File: src/hw/prbs_defines.svh
`ifndef PRBS_DEFINES_SVH
`define PRBS_DEFINES_SVH

// Lane width in bits per clock
// Legal values are 8, 10, 16, 20, 32, 40 and 64
`define PRBS_DATA_WIDTH 32

// Pattern order, one of 7, 10, 23 or 31
// The lane carries the true maximal-length sequence only when the
// lane width is at least the pattern order
`define PRBS_ORDER 31

// Word loaded into the generator at reset, must be nonzero
`define PRBS_SEED 97

// Word sent on the lane while word alignment is still pending
`define PRBS_ALIGN_WORD 97

// Consecutive good words the checker needs before it declares lock
`define PRBS_LOCK_COUNT 8

// Width of the saturating errored-word counter
`define PRBS_ERR_BITS 16

`endif
File: src/hw/prbs_pkg.sv
`include "prbs_defines.svh"

package prbs_pkg;

  // One lane word, bit PRBS_DATA_WIDTH-1 is the oldest bit of the stream
  // and bit 0 the newest
  typedef logic [`PRBS_DATA_WIDTH-1:0] prbs_word_t;

  // ----------------------------------------------------------------------
  // Polynomial taps
  // ----------------------------------------------------------------------

  // Second tap of each supported polynomial x^order + x^tap + 1
  // Order 31 falls into the default arm
  function automatic int unsigned prbs_tap(input int unsigned order);
    case (order)
      7:       return 6;
      10:      return 7;
      23:      return 18;
      default: return 28;
    endcase
  endfunction

  // ----------------------------------------------------------------------
  // Next-word step
  // ----------------------------------------------------------------------

  // Advances a Fibonacci register once per lane bit, oldest bit first
  // Bit k of the history holds the stream bit k+1 places back, so the
  // feedback bit is hist[order-1] ^ hist[tap-1] and it enters at bit 0
  // The current word is replicated upward to fill the history, which only
  // matters for lanes narrower than the pattern order
  function automatic prbs_word_t prbs_next(input prbs_word_t cur,
                                           input int unsigned order);
    logic [8*`PRBS_DATA_WIDTH-1:0] rep;
    logic [63:0]                   hist;
    logic                          fb;
    int unsigned                   tap;

    rep  = {8{cur}};
    hist = rep[63:0];
    tap  = prbs_tap(order);
    for (int i = 0; i < `PRBS_DATA_WIDTH; i++) begin
      fb   = hist[order-1] ^ hist[tap-1];
      hist = {hist[62:0], fb};
    end
    // After one full word of shifts the low bits are all new stream bits
    return hist[`PRBS_DATA_WIDTH-1:0];
  endfunction

endpackage

File: src/hw/prbs_loopback_top.sv
`timescale 1ns/100ps
`include "prbs_defines.svh"

module prbs_loopback_top (
  input  logic                        clk,
  input  logic                        nreset,
  // Low while word alignment is pending
  input  logic                        word_align,
  // High stalls the lane, the generator then holds its word
  input  logic                        pause,
  // Each rising edge corrupts one transmitted word
  input  logic                        insert_error,
  output logic [`PRBS_DATA_WIDTH-1:0] dout,
  output logic                        locked,
  output logic [`PRBS_ERR_BITS-1:0]   error_count
);

  // Generator side of the lane
  // Its output goes out of the top level and straight into the checker,
  // standing in for a transceiver loopback
  prbs_generator i_prbs_generator (
    .clk          (clk),
    .nreset       (nreset),
    .word_align   (word_align),
    .pause        (pause),
    .insert_error (insert_error),
    .dout         (dout)
  );

  // Checker side of the lane
  // It sees the same alignment and pause levels as the generator, there
  // is no handshake between the two
  prbs_checker i_prbs_checker (
    .clk         (clk),
    .nreset      (nreset),
    .din         (dout),
    .word_align  (word_align),
    .pause       (pause),
    .locked      (locked),
    .error_count (error_count)
  );

endmodule

File: src/hw/prbs_checker.sv
`timescale 1ns/100ps
`include "prbs_defines.svh"

module prbs_checker (
  input  logic                      clk,
  input  logic                      nreset,
  input  prbs_pkg::prbs_word_t      din,
  input  logic                      word_align,
  input  logic                      pause,
  output logic                      locked,
  output logic [`PRBS_ERR_BITS-1:0] error_count
);
  import prbs_pkg::*;

  localparam int unsigned run_w = $clog2(`PRBS_LOCK_COUNT + 1);
  localparam logic [run_w-1:0] lock_run = run_w'(`PRBS_LOCK_COUNT);

  // Same advance condition as the generator, seen from the lane controls
  logic             advance;
  // Stage 1 holds the word that was on the lane just before an advancing edge
  prbs_word_t       s1_word;
  logic             s1_valid;
  // Stage 2 holds the prediction made from the last compared word
  prbs_word_t       pred_word;
  logic             seeded;
  logic             word_match;
  // Consecutive good words since alignment or since the last mismatch
  logic [run_w-1:0] run_count;

  assign advance    = word_align & ~pause;
  assign word_match = (s1_word == pred_word);

  // ----------------------------------------------------------------------
  // Capture stage
  // ----------------------------------------------------------------------

  // Sampling only at advancing edges picks up every lane word exactly once,
  // since the generator holds its word through paused cycles
  always_ff @(posedge clk or negedge nreset) begin
    if (!nreset) begin
      s1_valid <= 1'b0;
    end else if (!word_align) begin
      s1_valid <= 1'b0;
    end else if (!pause) begin
      s1_valid <= 1'b1;
    end
  end

  always_ff @(posedge clk) begin
    if (advance) begin
      s1_word <= din;
    end
  end

  // ----------------------------------------------------------------------
  // Compare stage
  // ----------------------------------------------------------------------

  // The checker is self-synchronizing because the prediction is always
  // rebuilt from the received word, so one corrupted word gives one
  // mismatch and the next word matches again
  always_ff @(posedge clk) begin
    if (advance && s1_valid) begin
      pred_word <= prbs_next(s1_word, `PRBS_ORDER);
    end
  end

  // The first word after alignment or reset only seeds the prediction
  // Lock survives mismatches and drops only on reset or realignment
  always_ff @(posedge clk or negedge nreset) begin
    if (!nreset) begin
      seeded      <= 1'b0;
      run_count   <= '0;
      locked      <= 1'b0;
      error_count <= '0;
    end else if (!word_align) begin
      seeded    <= 1'b0;
      run_count <= '0;
      locked    <= 1'b0;
    end else if (advance && s1_valid) begin
      seeded <= 1'b1;
      if (seeded) begin
        if (word_match) begin
          if (run_count != lock_run) begin
            run_count <= run_count + 1'b1;
          end
          if (run_count == lock_run - 1'b1) begin
            locked <= 1'b1;
          end
        end else begin
          run_count <= '0;
          // Counter sticks at all ones rather than wrapping
          if (locked && (error_count != '1)) begin
            error_count <= error_count + 1'b1;
          end
        end
      end
    end
  end

  // ----------------------------------------------------------------------
  // Checks
  // ----------------------------------------------------------------------

  // Saturation and the realignment path must never lose counted errors
  a_count_monotonic : assert property (
    @(posedge clk) disable iff (!nreset)
    error_count >= $past(error_count)
  );

  // Lock stays low through alignment and through the capture and seeding
  // edges that follow it, since no word has been compared yet
  a_no_lock_in_align : assert property (
    @(posedge clk) disable iff (!nreset)
    ($past(!word_align) || $past(!word_align, 2) || $past(!word_align, 3))
      |-> !locked
  );

endmodule

File: src/hw/prbs_generator.sv
`timescale 1ns/100ps
`include "prbs_defines.svh"

module prbs_generator (
  input  logic                 clk,
  input  logic                 nreset,
  input  logic                 word_align,
  input  logic                 pause,
  input  logic                 insert_error,
  output prbs_pkg::prbs_word_t dout
);
  import prbs_pkg::*;

  // Candidate word for the next advancing edge, error already applied
  prbs_word_t next_word;
  // The lane moves on only when alignment is done and pause is low
  logic       advance;

  assign advance = word_align & ~pause;

  // Transmit register
  // Alignment wins over pause, so the alignment word appears even while
  // the lane is stalled
  always_ff @(posedge clk or negedge nreset) begin
    if (!nreset) begin
      dout <= prbs_word_t'(`PRBS_SEED);
    end else if (!word_align) begin
      dout <= prbs_word_t'(`PRBS_ALIGN_WORD);
    end else if (!pause) begin
      dout <= next_word;
    end
  end

  prbs_poly i_prbs_poly (
    .clk          (clk),
    .nreset       (nreset),
    .data_in      (dout),
    .insert_error (insert_error),
    .advance      (advance),
    .dout         (next_word)
  );

  // An all-zero word would lock the register up for good
  a_dout_nonzero : assert property (
    @(posedge clk) disable iff (!nreset)
    dout != '0
  );

endmodule

File: src/hw/prbs_poly.sv
`timescale 1ns/100ps
`include "prbs_defines.svh"

module prbs_poly (
  input  logic                 clk,
  input  logic                 nreset,
  input  prbs_pkg::prbs_word_t data_in,
  input  logic                 insert_error,
  input  logic                 advance,
  output prbs_pkg::prbs_word_t dout
);
  import prbs_pkg::*;

  // Previous level of insert_error, for edge detection
  logic       insert_error_q;
  // Set by a rising edge, held until an advancing edge loads the bad word
  logic       err_pending;
  logic       err_rise;
  // Only bit 0 is ever flipped
  prbs_word_t err_mask;

  assign err_rise = insert_error & ~insert_error_q;
  assign err_mask = prbs_word_t'(err_pending);

  // Next word always comes from the word actually on the lane, so after
  // a corrupted word the stream carries on from the corrupted value
  assign dout = prbs_next(data_in, `PRBS_ORDER) ^ err_mask;

  always_ff @(posedge clk or negedge nreset) begin
    if (!nreset) begin
      insert_error_q <= 1'b0;
    end else begin
      insert_error_q <= insert_error;
    end
  end

  // A pulse that arrives during pause or alignment stays pending, so
  // every pulse costs exactly one word once the lane moves again
  always_ff @(posedge clk or negedge nreset) begin
    if (!nreset) begin
      err_pending <= 1'b0;
    end else if (err_rise) begin
      err_pending <= 1'b1;
    end else if (advance) begin
      err_pending <= 1'b0;
    end
  end

  // The tap table in the package covers only these orders
  a_order_supported : assert property (
    @(posedge clk) disable iff (!nreset)
    `PRBS_ORDER inside {7, 10, 23, 31}
  );

endmodule

File: config.mk
export PLATFORM = sky130hd
export DESIGN_NAME = prbs_loopback_top
export DESIGN_NICKNAME = d
export VERILOG_FILES = /design/src/hw/prbs_pkg.sv /design/src/hw/prbs_loopback_top.sv /design/src/hw/prbs_checker.sv /design/src/hw/prbs_generator.sv /design/src/hw/prbs_poly.sv
export VERILOG_INCLUDE_DIRS = /design/src /design/src/hw
export SDC_FILE = /design/constraint.sdc
export NUM_CORES = 1
export LEC_CHECK = 0
export BUFFER_PORTS_ARGS = -buffer_cell sky130_fd_sc_hd__buf_2
export CORE_MARGIN = 5
export CORE_UTILIZATION = 46
export DETAILED_ROUTE_END_ITERATION = 8
export GPL_ROUTABILITY_DRIVEN = 0
export PLACE_DENSITY = 0.67
export SLEW_MARGIN = 20
export SYNTH_ARGS = -nofsm -noshare
export SYNTH_HDL_FRONTEND = slang
export SYNTH_SLANG_ARGS = --single-unit
File: constraint.sdc
create_clock -name clk -period 2.3 [get_ports clk]
set_input_delay 0 -clock clk [delete_from_list [all_inputs] [get_ports clk]]
set_output_delay 0 -clock clk [all_outputs]
set_load 0.01 [all_outputs]
==> reports/metrics.yaml <==
status:
  status: "finished clean"
timing:
  fin_crit_ps: 1990
  rsz0062_at_grt: "false"
  worstMarginPinSlew_ps: 758.1
  max-slew-margin-rel_pct: 49.46
  fin_tns_setup_ps: 0
  timing.fmax_ghz: 0.5024
  postLayoutSetupSlackWorst_ps: 309.5
  finalSetupViolCount: 0
  whs_ps: 30.01
  maxSlewViolCount: 0
  min_period_over_period_pct: 86.54
  hold_violations: 0
  fin_worst_skew_ps: 7.124
grt:
  grt_max_degree: 66
  antenna_found_initial: 0
  grt.total_usage_pct: 16.78
  grt_pass1_wl_um: 18370
  grt-ovfl-total: 0
  grt_pass1_vias: 3522
synthesis:
  synth_top_area_cell: "edfxtp_1"
  syn-cell-area_mm2: 0.005346
  synth.distinct_cells: 38
  yosysWarnings: 0
  syn_inst: 426
  synth_area_leaders: "edfxtp_1 (36%), dfrtp_1 (25%), xnor2_1 (12%)"
  syn_nets: 434
  synth_top_cell_area_share_pct: 35.95
  avgSynthCellArea_um2: 12.55
  ys_seq_elements: 121
  ys_seq_area_share_pct: 62.70
cts:
  cts_tree: "done"
  clockRootBuffer: "clkbuf_16"
  numCtsBuffers: 17
  htree_levels: 4
  clock_path_buffers: 2
  clock-sinks: 121
  insertion_delay_ps: 410
  clk_transition_reported_paths_ps: 50
power:
  p_leak_uw: 0.002690
  finalPower_uw: 5596
  ir_drop_v: 0.0004895
  p_per_area_mw_per_mm2: 866.1
floorplan:
  die_height_um: 117.8
  initial_core_util_pct: 46.82
  core_mm2: 0.01142
  die_w_um: 117.8
  die_area_mm2: 0.01388
  rows: 39
  pin_count: 54
layout:
  drive_above_1_share_pct: 19.41
  mostFrequentLayoutCells: "xnor2_1 (74), edfxtp_1 (64), nor2_1 (61)"
  fill_cells: 960
  instances_no_fill: 653
  fin_nets: 505
  syn_to_final_growth_pct: 20.85
  diodes: 0
  layout_commonest_cell: "xnor2_1"
detailed_routing:
  vias_per_cell: 5.153
  wl_per_cell_um: 16.63
  dr.pass1.iters: 5
  vias: 3365
  routed_wirelength_um: 10860
  drtIter0Drc: 299
  drc: 0
  postRouteAntennaNets: 0
critical_path:
  crit_fanout: 6
  worstPathArrival_ps: 2280
  slowest_delay_ps: 440
  crit_path_frequent_cell: "nand4_1"
  r2r-start: "i_prbs_checker.s1_word[5]$_DFFE_PN_"
  required_ps: 2580
  critPathLaunch: "i_prbs_checker.s1_word[5]$_DFFE_PN_"
  slowest_stage: "edfxtp_1"
  crit_chain: "xnor2_1, nand4_1, nor4_2, nand4_1, o41ai_1"
  cp-start-kind: "register"
  end_kind: "register"
  criticalPathCategory: "register to register"
hold_path:
  hold_path_class: "primary input to register"
  hp-start: "pause"
place:
  io_buffer_count: 53
  dp_slack_ps: 253.4
  hpwlAfterDp_um: 7561
  dp.cells: 618
flow_run:
  cap_violations: 0
[Yosys cell counts, drive strengths merged]
| library cell | number |
|---|---|
| a21o | 3 |
| a21oi | 30 |
| a41oi | 1 |
| and2 | 1 |
| and3 | 10 |
| and3b | 1 |
| buf | 4 |
| clkbuf | 8 |
| dfrtp | 54 |
| dfstp | 3 |
| edfxtp | 64 |
| ha | 3 |
| inv | 5 |
| mux2 | 1 |
| mux2i | 2 |
| nand2 | 16 |
| nand3 | 14 |
| nand4 | 14 |
| nand4b | 2 |
| nor2 | 62 |
| nor2b | 3 |
| nor3 | 3 |
| nor4 | 1 |
| nor4b | 1 |
| o211ai | 1 |
| o21ai | 2 |
| o21bai | 1 |
| o2bb2a | 1 |
| o41ai | 2 |
| or3 | 1 |
| xnor2 | 74 |
| xor2 | 38 |
[layer usage]
| metal | wire length, um | up-vias | global-route usage [%] |
|---|---|---|---|
| met5 | 0 | - | 0 |
| met4 | 184 | 0 | 7.097 |
| met3 | 419 | 15 | 4.565 |
| met2 | 5508 | 65 | 27.16 |
| met1 | 4748 | 1671 | 21.25 |
| li1 | - | 1614 | - |
[path summary, 6_finish.rpt]
path	to	slack, ps	cells past startpoint
max	i_prbs_checker.locked$_DFFE_PN0P_	310	5
min	i_prbs_checker.run_count[3]$_DFFE_PN0P_	30	4
max reg2reg	i_prbs_checker.locked$_DFFE_PN0P_	310	5
min reg2reg	i_prbs_generator.i_prbs_poly.err_pending$_DFFE_PN0P_	430	1
max in group asynchronous	i_prbs_generator.dout[0]$_DFFE_PN1P_	1420	3
min in group asynchronous	i_prbs_generator.dout[7]$_DFFE_PN0P_	200	2
[registers in the layout (all words and copies together), names as in the netlist]
register and flops:
i_prbs_checker.pred_word 32, i_prbs_checker.s1_word 32, i_prbs_checker.run_count 4, i_prbs_generator.i_prbs_poly.insert_error_q 1, i_prbs_generator.dout 32, i_prbs_generator.i_prbs_poly.err_pending 1, i_prbs_checker.locked 1, i_prbs_checker.s1_valid 1
i_prbs_checker.seeded 1, i_prbs_checker.error_count 16
[through the flow]
| step | utilization (%) | area, um2 |
|---|---|---|
| floorplan | - | 5346 |
| finish | 56.59 | 6461 |
| global placement | 50.90 | 5812 |
| CTS | 56.53 | 6455 |
| detailed placement | 50.90 | 5812 |
| global route | 56.59 | 6461 |
[layout make-up]
type	instances	area [um2]	area share [%]
inverter	5	18.77	0.2905
multi-input combinational	288	1931	29.88
clock inverter	10	148.9	2.304
sequential	121	3352	51.88
tap	143	178.9	2.769
clock buffer	22	464.2	7.184
timing repair buffer	64	367.9	5.693
[power breakdown]
part | internal (uW) | switching [uW]
Clock | 1850 | 878
Sequential | 2400 | 115
Combinational | 160 | 192
[logic make-up after synthesis]
family,Yosys count,synth area share [%]
multiplexers,3,0.5851
adder cells (fa/ha/maj),3,0.7022
buffers and inverters,17,1.357
flip-flops,121,62.70
AND/OR/NAND/NOR,129,11.58
AO/OA/AOI/OAI,41,4.727
XOR/XNOR,112,18.35
[timing repair]
item / in CTS / in global routing
hold endpoints to repair: 32 / 0
hold buffers: 3 / 0
setup endpoints to repair: 0 / 1
setup buffers: 0 / 0
gates resized for setup: 0 / 1
[critical path: cells and delay by family (launching register included)]
kind | cells | cell delay, ps
XOR/XNOR | 1 | 210
flip-flops | 1 | 440
AND/OR/NAND/NOR | 3 | 810
AO/OA/AOI/OAI | 1 | 410
No activity file was read; power rests on OpenSTA's default activity.
